[config.mk]
export PLATFORM = sky130hd
export DESIGN_NAME = iq_top
export DESIGN_NICKNAME = d
export VERILOG_FILES = /design/src/iq_pkg.sv /design/src/fifo_flopped.sv /design/src/fifo_flopped_2w2r.sv /design/src/fetch_align.sv /design/src/issue_pair.sv /design/src/iq_top.sv
export SDC_FILE = /design/constraint.sdc
export NUM_CORES = 1
export LEC_CHECK = 0
export BUFFER_PORTS_ARGS = -buffer_cell sky130_fd_sc_hd__clkbuf_2
export CORE_UTILIZATION = 54
export CTS_CLUSTER_SIZE = 20
export DETAILED_ROUTE_END_ITERATION = 10
export HOLD_SLACK_MARGIN = 0.08
export PLACE_DENSITY_LB_ADDON = 0.25
export REMOVE_ABC_BUFFERS = 1
export SETUP_SLACK_MARGIN = 0.5
export SKIP_CTS_REPAIR_TIMING = 1
export SLEW_MARGIN = 20
export SYNTH_ARGS = -nofsm -noshare
export SYNTH_HDL_FRONTEND = slang
export SYNTH_HIERARCHICAL = 1
export SYNTH_SLANG_ARGS = --single-unit
[constraint.sdc]
create_clock -name clk -period 6.15 [get_ports clk]
set_input_delay 0.615 -clock clk [delete_from_list [all_inputs] [get_ports clk]]
set_output_delay 0.615 -clock clk [all_outputs]
set_load 0.005 [all_outputs]
[src/iq_pkg.sv]
package iq_pkg;

  // Opcode class, the only part of decode the queue cares about
  typedef enum logic [1:0] {
    op_alu    = 2'd0,
    op_load   = 2'd1,
    op_store  = 2'd2,
    op_branch = 2'd3
  } opcode_e;

  // Architectural register index
  typedef logic [4:0] reg_idx_t;

  // One instruction word as stored in the queue, 32 bits
  typedef struct packed {
    opcode_e     opcode;
    reg_idx_t    dest;
    reg_idx_t    src_a;
    reg_idx_t    src_b;
    logic [14:0] imm;
  } instr_t;

  // Two instructions side by side
  // slot0 is the older one
  typedef struct packed {
    instr_t slot1;
    instr_t slot0;
  } instr_pair_t;

  // Total queue depth, split evenly over two banks
  localparam int IQ_DEPTH_DEFAULT = 8;

endpackage

[src/fifo_flopped.sv]
`timescale 1ns/10ps

module fifo_flopped #(
  parameter int DEPTH = 4
) (
  input  logic           clk,
  input  logic           rst,
  input  iq_pkg::instr_t in_data,
  input  logic           push,
  input  logic           pop,
  output iq_pkg::instr_t out_data,
  output logic           full,
  output logic           empty,
  output logic           idle
);
  import iq_pkg::*;

  localparam int PTR_W = (DEPTH > 1) ? $clog2(DEPTH) : 1;
  localparam int CNT_W = $clog2(DEPTH + 1);

  instr_t             mem [DEPTH];
  logic [PTR_W-1:0]   wr_ptr;
  logic [PTR_W-1:0]   rd_ptr;
  logic [CNT_W-1:0]   count;
  logic               do_push;
  logic               do_pop;

  assign full  = (count == CNT_W'(DEPTH));
  assign empty = (count == '0);
  // Nothing stored and nothing arriving
  assign idle  = empty && !push;

  assign do_push = push && !full;
  assign do_pop  = pop && !empty;

  // Show-ahead head
  assign out_data = mem[rd_ptr];

  always_ff @(posedge clk) begin
    if (do_push) begin
      mem[wr_ptr] <= in_data;
    end
  end

  always_ff @(posedge clk) begin
    if (rst) begin
      wr_ptr <= '0;
      rd_ptr <= '0;
      count  <= '0;
    end else begin
      if (do_push) begin
        wr_ptr <= (wr_ptr == PTR_W'(DEPTH - 1)) ? '0 : wr_ptr + 1'b1;
      end
      if (do_pop) begin
        rd_ptr <= (rd_ptr == PTR_W'(DEPTH - 1)) ? '0 : rd_ptr + 1'b1;
      end
      case ({do_push, do_pop})
        2'b10:   count <= count + 1'b1;
        2'b01:   count <= count - 1'b1;
        default: count <= count;
      endcase
    end
  end

endmodule

[src/fifo_flopped_2w2r.sv]
`timescale 1ns/10ps

module fifo_flopped_2w2r #(
  parameter int DEPTH = iq_pkg::IQ_DEPTH_DEFAULT
) (
  input  logic                clk,
  input  logic                rst,
  input  logic                push0,
  input  logic                push1,
  input  iq_pkg::instr_pair_t in_pair,
  input  logic                pop0,
  input  logic                pop1,
  output iq_pkg::instr_pair_t out_pair,
  output logic                full,
  output logic                one_left_to_full,
  output logic                empty,
  output logic                one_left_to_empty,
  output logic                idle
);
  import iq_pkg::*;

  localparam int BANK_DEPTH = DEPTH / 2;

  logic   push_swap;
  logic   pop_swap;
  logic   push_even, push_odd;
  logic   pop_even, pop_odd;
  instr_t in_even, in_odd;
  instr_t out_even, out_odd;
  logic   full_even, full_odd;
  logic   empty_even, empty_odd;
  logic   idle_even, idle_odd;

  // Push side, swap set means the odd bank takes the next entry
  always_ff @(posedge clk) begin
    if (rst) begin
      push_swap <= 1'b0;
    end else if (push0 && !push1) begin
      push_swap <= !push_swap;
    end
  end

  assign {push_odd, push_even} = push_swap ? {push0, push1} : {push1, push0};
  assign {in_odd, in_even}     = push_swap ? {in_pair.slot0, in_pair.slot1}
                                           : {in_pair.slot1, in_pair.slot0};

  // Pop side, swap set means the oldest entry sits in the odd bank
  always_ff @(posedge clk) begin
    if (rst) begin
      pop_swap <= 1'b0;
    end else if (pop0 && !pop1) begin
      pop_swap <= !pop_swap;
    end
  end

  assign {pop_odd, pop_even} = pop_swap ? {pop0, pop1} : {pop1, pop0};
  assign out_pair.slot0      = pop_swap ? out_odd : out_even;
  assign out_pair.slot1      = pop_swap ? out_even : out_odd;

  // Bank counts differ by at most one
  assign full              = full_even && full_odd;
  assign one_left_to_full  = full_even ^ full_odd;
  assign empty             = empty_even && empty_odd;
  assign one_left_to_empty = empty_even ^ empty_odd;
  assign idle              = idle_even && idle_odd;

  // Entries 0, 2, 4, ...
  fifo_flopped #(.DEPTH(BANK_DEPTH)) bank_even (
    .clk      (clk),
    .rst      (rst),
    .in_data  (in_even),
    .push     (push_even),
    .pop      (pop_even),
    .out_data (out_even),
    .full     (full_even),
    .empty    (empty_even),
    .idle     (idle_even)
  );

  // Entries 1, 3, 5, ...
  fifo_flopped #(.DEPTH(BANK_DEPTH)) bank_odd (
    .clk      (clk),
    .rst      (rst),
    .in_data  (in_odd),
    .push     (push_odd),
    .pop      (pop_odd),
    .out_data (out_odd),
    .full     (full_odd),
    .empty    (empty_odd),
    .idle     (idle_odd)
  );

endmodule

[src/fetch_align.sv]
`timescale 1ns/10ps

module fetch_align (
  input  logic                clk,
  input  logic                rst,
  input  logic [1:0]          fetch_valid,
  input  iq_pkg::instr_pair_t fetch_bundle,
  input  logic                full,
  input  logic                one_left_to_full,
  output logic                fetch_stall,
  output logic                push0,
  output logic                push1,
  output iq_pkg::instr_pair_t in_pair
);
  import iq_pkg::*;

  logic        hold_valid;
  logic        hold_two;
  instr_pair_t hold_pair;
  instr_pair_t packed_pair;
  logic        can_push;
  logic        accept;

  // Room for one needs not full, room for two needs two free entries
  assign can_push = hold_valid &&
                    (hold_two ? (!full && !one_left_to_full) : !full);

  assign fetch_stall = hold_valid && !can_push;
  assign accept      = !fetch_stall && (fetch_valid != 2'b00);

  // Lone slot 1 moves down to lane 0
  always_comb begin
    packed_pair = fetch_bundle;
    if (fetch_valid == 2'b10) begin
      packed_pair.slot0 = fetch_bundle.slot1;
    end
  end

  always_ff @(posedge clk) begin
    if (rst) begin
      hold_valid <= 1'b0;
    end else if (accept) begin
      hold_valid <= 1'b1;
    end else if (can_push) begin
      hold_valid <= 1'b0;
    end
  end

  always_ff @(posedge clk) begin
    if (accept) begin
      hold_pair <= packed_pair;
      hold_two  <= (fetch_valid == 2'b11);
    end
  end

  assign push0   = can_push;
  assign push1   = can_push && hold_two;
  assign in_pair = hold_pair;

endmodule

[src/issue_pair.sv]
`timescale 1ns/10ps

module issue_pair (
  input  logic                clk,
  input  logic                rst,
  input  iq_pkg::instr_pair_t out_pair,
  input  logic                empty,
  input  logic                one_left_to_empty,
  input  logic                issue_stall,
  output logic                pop0,
  output logic                pop1,
  output logic [1:0]          issue_valid,
  output iq_pkg::instr_pair_t issue_pair
);
  import iq_pkg::*;

  instr_t head;
  instr_t next;
  logic   two_stored;
  logic   raw_hazard;
  logic   head_branch;
  logic   pairable;

  assign head = out_pair.slot0;
  assign next = out_pair.slot1;

  assign two_stored  = !empty && !one_left_to_empty;
  assign head_branch = (head.opcode == op_branch);

  // Second one reads what the first one writes
  assign raw_hazard = (next.src_a == head.dest) || (next.src_b == head.dest);

  assign pairable = two_stored && !head_branch && !raw_hazard;

  assign pop0 = !issue_stall && !empty;
  assign pop1 = pop0 && pairable;

  always_ff @(posedge clk) begin
    if (rst) begin
      issue_valid <= 2'b00;
    end else begin
      issue_valid <= {pop1, pop0};
    end
  end

  // Payload only matters where issue_valid is set
  always_ff @(posedge clk) begin
    if (pop0) begin
      issue_pair <= out_pair;
    end
  end

endmodule

[src/iq_top.sv]
`timescale 1ns/10ps

module iq_top #(
  parameter int DEPTH = iq_pkg::IQ_DEPTH_DEFAULT
) (
  input  logic                clk,
  input  logic                rst,
  input  logic [1:0]          fetch_valid,
  input  iq_pkg::instr_pair_t fetch_bundle,
  input  logic                issue_stall,
  output logic                fetch_stall,
  output logic [1:0]          issue_valid,
  output iq_pkg::instr_pair_t issue_pair,
  output logic                queue_idle
);
  import iq_pkg::*;

  logic        push0, push1;
  logic        pop0, pop1;
  instr_pair_t in_pair;
  instr_pair_t out_pair;
  logic        full, one_left_to_full;
  logic        empty, one_left_to_empty;

  fetch_align u_fetch_align (
    .clk              (clk),
    .rst              (rst),
    .fetch_valid      (fetch_valid),
    .fetch_bundle     (fetch_bundle),
    .full             (full),
    .one_left_to_full (one_left_to_full),
    .fetch_stall      (fetch_stall),
    .push0            (push0),
    .push1            (push1),
    .in_pair          (in_pair)
  );

  fifo_flopped_2w2r #(.DEPTH(DEPTH)) u_queue (
    .clk               (clk),
    .rst               (rst),
    .push0             (push0),
    .push1             (push1),
    .in_pair           (in_pair),
    .pop0              (pop0),
    .pop1              (pop1),
    .out_pair          (out_pair),
    .full              (full),
    .one_left_to_full  (one_left_to_full),
    .empty             (empty),
    .one_left_to_empty (one_left_to_empty),
    .idle              (queue_idle)
  );

  issue_pair u_issue_pair (
    .clk               (clk),
    .rst               (rst),
    .out_pair          (out_pair),
    .empty             (empty),
    .one_left_to_empty (one_left_to_empty),
    .issue_stall       (issue_stall),
    .pop0              (pop0),
    .pop1              (pop1),
    .issue_valid       (issue_valid),
    .issue_pair        (issue_pair)
  );

endmodule

== After elaboration in Yosys (flattened, before gate mapping) ==
Memory sizes are Yosys's and may differ from the RTL's. A register that Yosys moved wholly into a read port is not among the register bits.
Index checks and enable logic that the tools add are counted.

* Memories kept: 2
* Bits of input ports: 69
* Memory bits (writable): 256
* Output and inout bits: 68
* Flip-flop bits (word level): 148
* Logic and storage cells: 128

* Multiplexer cells: 23
* Bitwise operators: 2
* Equality and inequality tests: 15
* Add/sub/neg operators: 8
* Reduce and logical (&&, ||, !) cells: 47

{| class="wikitable"
|+ Memories
! name !! depth !! bits a word !! read ports !! clocked after memory_dff !! write ports !! line !! source
|-
| u_queue.bank_even.mem || 4 || 32 || 1 || 1 || 1 || fifo_flopped.sv:21 || <nowiki>instr_t mem [DEPTH];</nowiki>
|-
| u_queue.bank_odd.mem || 4 || 32 || 1 || 1 || 1 || fifo_flopped.sv:21 ||
|}

{| class="wikitable"
|+ Operators with widths
! operator !! number
|-
| 32-bit two-way mux || 3
|-
| 64-bit two-way mux || 1
|-
| 1-bit logical AND || 21
|-
| 2-bit two-way mux || 10
|-
| 1-bit logical NOT || 19
|-
| 2-bit == test, second input constant || 9
|-
| 3-bit one-hot mux with 2 select lines || 2
|-
| 5-bit == test || 2
|-
| 2-bit by 1-bit adder with 2-bit output, second input constant || 4
|-
| 2-bit nonzero test || 4
|-
| 1-bit two-way mux || 7
|-
| 3-bit by 1-bit adder with 3-bit output, second input constant || 2
|-
| 3-bit == test, second input constant || 2
|-
| 3-bit logical NOT || 2
|-
| 3-bit by 1-bit subtractor with 3-bit output, second input constant || 2
|-
| 2-bit by 1-bit == test with 1-bit output, second input constant || 2
|-
| 1-bit XOR || 2
|-
| 1-bit logical OR || 1
|}

== Logic depth before layout (Yosys ltp) ==
* Depth after elaboration: 11
* Gate-level depth with buffers: 17
* Gate-level depth less buffers: 15

== Cells and area by module ==
The synthesis kept the hierarchy.

{| class="wikitable"
|+ By module, submodules not included
! module !! times used !! seq. area each (µm²) !! cells each !! area an instance (µm²)
|-
| fifo_flopped || 2 || 4023.9 || 222 || 5107.4
|-
| fetch_align || 1 || 1971.9 || 112 || 2580.0
|-
| issue_pair || 1 || 1961.9 || 86 || 2113.3
|-
| fifo_flopped_2w2r || 1 || 40.0 || 161 || 1920.6
|}

== Worst setup path after synthesis ==
Ideal clock, no wire load.

* Path kind: flip-flop to flip-flop
* Start: reg u_queue.bank_even.count[0]
* End: reg u_queue.bank_even.count[2]
* Stages on the path, launching flop included: 15
* Path buffers: 0
* Library setup time: 0.070 ns
* Setup slack: 0.379 ns
* Arrival time: 5.701 ns
* Required time: 6.080 ns
* Period minus slack after synthesis: 5.771 ns
* Cell sequence: dfxtp_1 > nor3_1 > ha_1 > nor2_1 > o211ai_2 > nor2_1 > mux2_2 > o31ai_1 > inv_1 > ha_1 > inv_1 > fa_1 > xor2_1 > or3_2 > a21oi_1

{| class="wikitable"
|+ RTL lines
! item !! line !! source
|-
| start, declared || fifo_flopped.sv:24 || <nowiki>logic [CNT_W-1:0] count;</nowiki>
|-
| start signal, assigned || fifo_flopped.sv:58 || <nowiki>2'b10: count <= count + 1'b1;</nowiki>
|-
| start signal, assigned || fifo_flopped.sv:59 || <nowiki>2'b01: count <= count - 1'b1;</nowiki>
|-
| start signal, assigned || fifo_flopped.sv:60 || <nowiki>default: count <= count;</nowiki>
|-
| 3-bit logical NOT (*) || fifo_flopped.sv:29 || <nowiki>assign empty = (count == '0);</nowiki>
|-
| via u_queue.empty_even || fifo_flopped_2w2r.sv:31 || <nowiki>logic empty_even, empty_odd;</nowiki>
|-
| 1-bit logical AND (*) || fifo_flopped_2w2r.sv:63 || <nowiki>assign empty = empty_even && empty_odd;</nowiki>
|-
| via empty || iq_top.sv:23 || <nowiki>logic empty, one_left_to_empty;</nowiki>
|-
| 1-bit logical NOT (*) || issue_pair.sv:35 || <nowiki>assign pop0 = !issue_stall && !empty;</nowiki>
|-
| 1-bit logical AND (*) || issue_pair.sv:35 ||
|-
| via pop0 || iq_top.sv:19 || <nowiki>logic pop0, pop1;</nowiki>
|-
| 1-bit logical AND (*) || issue_pair.sv:36 || <nowiki>assign pop1 = pop0 && pairable;</nowiki>
|-
| via pop1 || iq_top.sv:19 ||
|-
| 2-bit two-way mux (*) || fifo_flopped_2w2r.sv:56 || <nowiki>assign {pop_odd, pop_even} = pop_swap ? {pop0, pop1} : {pop1, pop0};</nowiki>
|-
| via u_queue.pop_even || fifo_flopped_2w2r.sv:27 || <nowiki>logic pop_even, pop_odd;</nowiki>
|-
| 1-bit logical AND (*) || fifo_flopped.sv:34 || <nowiki>assign do_pop = pop && !empty;</nowiki>
|-
| via u_queue.bank_even.do_pop || fifo_flopped.sv:26 || <nowiki>logic do_pop;</nowiki>
|-
| 2-bit by 1-bit == test with 1-bit output or 2-bit == test (tied branches) || fifo_flopped.sv:57 || <nowiki>case ({do_push, do_pop})</nowiki>
|-
| 3-bit one-hot mux with 2 select lines or 2-bit nonzero test (tied branches) || n/a ||
|}

The timed path passes the listed nets; every way through them passes the cells marked *.
A chain may end at the register's enable or synchronous reset.

==> metrics <==
global-route wire length before repair=46.0 mm; min cycle time layout=roughly 4.4 ns; clock root buffer=clkbuf_16; # rows=64; GR Overflow Total=0; Fmax achieved=226 MHz; RSZ-0062 raised after global routing=false; CTS tree=built; HP Class=primary input to register; TritonCTS Sinks=between 400 and 500; Remaining DRCs=0; YS warnings=6; H-tree Lvls=2; Mean Syn Cell Area=roughly 21 um^2; Post-Syn Instances=around 800; All-Layer GR Usage=0.198; Setup Viol. Count Final=0; share of post-route cells with drive strength above 1=0.466; wirelength, routed=slightly above 30 mm; Gate power share=0.176; Clock Skew=0.0258 ns; Via density=5.71; Sw Pwr=roughly 1.9 mW; Netlist cell types=40; DIE WIDTH=179 um; pin slew with the least headroom to its limit=between 1 and 1.5 ns; Pre-antenna DRT Iters=5; Sequential Power Share=0.488; max_cap viols=0; status=finished clean; post-synthesis cell area=16800 um^2; fin. max-slew vios=0; critical path endpoint category=register; Final period util=0.719; Post-synth EDFFs=385; P&R area growth vs syn=14.2%; Final TNS setup=0 ns; hpwl dp=17.7 mm; largest net degree at the start of global routing=69; required time worst endpoint=roughly 6.6 ns; Crit Path Class=register to register; #FFs+latches synth=408; Switching Share=0.246; Top Ports=137; via total after detailed routing=7896; internal power=slightly below 6 mW; sequential element share of the synthesized area=0.714; Worst Path Max Fanout=22; initial antenna violation count=0; antenna viol nets, final=0; gpl congestion=0.748; Starting DRT DRC Count=609; Top FF cell, synth=edfxtp_1; cts bufs inserted=between 40 and 50; CTS max path bufs=3; clk_lat worst skew=0.53 ns; Core Area=between 30000 and 40000 um^2; vias in the first global route=between 8000 and 9000; Power Density=roughly 400 nW/um^2; fin util=0.628; die footprint=between 30000 and 40000 um^2; die height=between 150 and 200 um; Final Hold Viols=0; Leak=about 6.7 nW; # port buffers=between 100 and 150; R2R setup slack=roughly 1.7 ns; Clk pwr share=0.337; DR WL/cell=22.2 um; FFs w/ async S/R, synth=0; Setup crit start kind=register; Max-slew headroom=0.257; Initial Util=0.550; critical path arrival=~4.9 ns; post-layout power=between 7 and 8 mW; final net count=1038; clock slew at reported path FFs=~0.06 ns; fillcell total=between 2000 and 2500; Max VDD drop=~0.23 mV; # diodes=0
cells by family after synthesis:
logic type | Yosys count | share of synthesized area
flip-flops | 408 | 0.714
multiplexers | 232 | 0.213
AND/OR/NAND/NOR | 56 | 0.0193
buffers and inverters | 55 | 0.0241
AO/OA/AOI/OAI | 22 | 0.00907
adder cells (fa/ha/maj) | 16 | 0.0128
XOR/XNOR | 14 | 0.00729
routing by layer:
metal  global-route usage  vias up  routed length, um
met2                0.346      239              15800
met3               0.0286       54               1580
met4               0.0590        0                736
met1                0.259     4063              12600
met5                    0        -                  0
li1                     -     3540                  -
sequential cells by signal, summed over array words and instances (netlist names), named ones only:
signal / count
u_queue/bank_even/count: 3
u_queue/bank_odd/rd_ptr: 2
u_issue_pair/issue_pair: 64
u_queue/pop_swap: 1
u_queue/bank_odd/mem: 128
u_fetch_align/hold_two: 1
u_fetch_align/in_pair: 64
u_queue/bank_odd/count: 3
u_queue/bank_even/mem: 128
u_queue/bank_odd/wr_ptr: 2
u_queue/bank_even/rd_ptr: 2
u_queue/bank_even/wr_ptr: 2
u_issue_pair/issue_valid: 2
u_queue/push_swap: 1
u_fetch_align/hold_valid: 1
stage by stage:
step / cells / cell area (um^2) / worst slack, ns / hold slack [ns]
after global routing: 1384 / 19200 / 1.38 / 0.260
after CTS: 1383 / 19200 / 1.66 / 0.254
after floorplan: 765 / 16500 / 0.379 / 0.456
after global placement: 1303 / 17700 / 1.81 / 0.479
final: 1384 / 19200 / 1.73 / 0.272
after detailed placement: 1303 / 17700 / 1.68 / 0.478
synth_stat cells (8+ instances only):
| master | instances | area [um^2] |
|---|---|---|
| mux4_2 | 64 | 1440 |
| edfxtp_1 | 385 | 11600 |
| buf_2 | 8 | 40.0 |
| inv_1 | 17 | 63.8 |
| xnor2_1 | 8 | 70.1 |
| mux2_4 | 68 | 1020 |
| dfxtp_1 | 23 | 460 |
| mux2_2 | 98 | 1100 |
| nor2_1 | 13 | 48.8 |
| a21oi_1 | 10 | 50.1 |
| ha_1 | 14 | 175 |
final timing paths:
| kind | startpoint | end | cells after the start |
|---|---|---|---|
| worst min-delay path | fetch_bundle[38] | u_fetch_align/in_pair[38]$_DFFE_PP_ | 1 |
| worst max-delay path | register | u_queue/bank_odd/count[2]$_SDFFE_PP0P_ | 16 |
| worst min register to register | u_queue/bank_even/rd_ptr[0]$_SDFFE_PP0P_ | register | 2 |
| worst max register to register | register | u_queue/bank_odd/count[2]$_SDFFE_PP0P_ | 16 |
layout make-up:
type / instances / area, um^2 / area share
Clock inverter: 26 / 282 / 0.0147
Timing Repair Buffer: 143 / 746 / 0.0388
Tap cell: 396 / 495 / 0.0258
Inverter: 17 / 63.8 / 0.00332
Multi-Input combinational cell: 340 / 4430 / 0.230
Sequential cell: 408 / 12000 / 0.626
Clock buffer: 54 / 1170 / 0.0608
cells in the final DEF (no fill, tap or decap), drive strengths merged, types with 6 or more instances in the layout:
master  count
a21oi      10
and3        9
edfxtp    385
buf         7
inv        18
clkbuf    190
ha         14
nor2       13
xnor2       8
xor2        6
mux4       64
nand3       6
nor3        7
bufinv      6
clkinv     18
dfxtp      23
mux2      166
critical path: stages (launching register included):
cell	delay, ns
dfxtp_2	0.92
buf_4	0.32
mux4_2	0.55
mux2_4	0.30
xnor2_1	0.13
nand2_1	0.07
o211ai_2	0.09
nor2_1	0.22
mux2_2	0.18
o31ai_1	0.12
inv_1	0.09
ha_1	0.17
inv_1	0.07
fa_1	0.37
xor2_1	0.15
or3_2	0.42
a21oi_1	0.14
power groups by stage:
stage               sequential, mW  combinational, mW  clock, mW
floorplan                     3.80              0.897          0
CTS                           3.79               1.36       2.64
finish                        3.77               1.36       2.60
global route                  3.81               1.47       2.76
detailed placement            3.84               1.35          0
global placement              3.83               1.32          0
No activity file was read; power rests on OpenSTA's default activity.
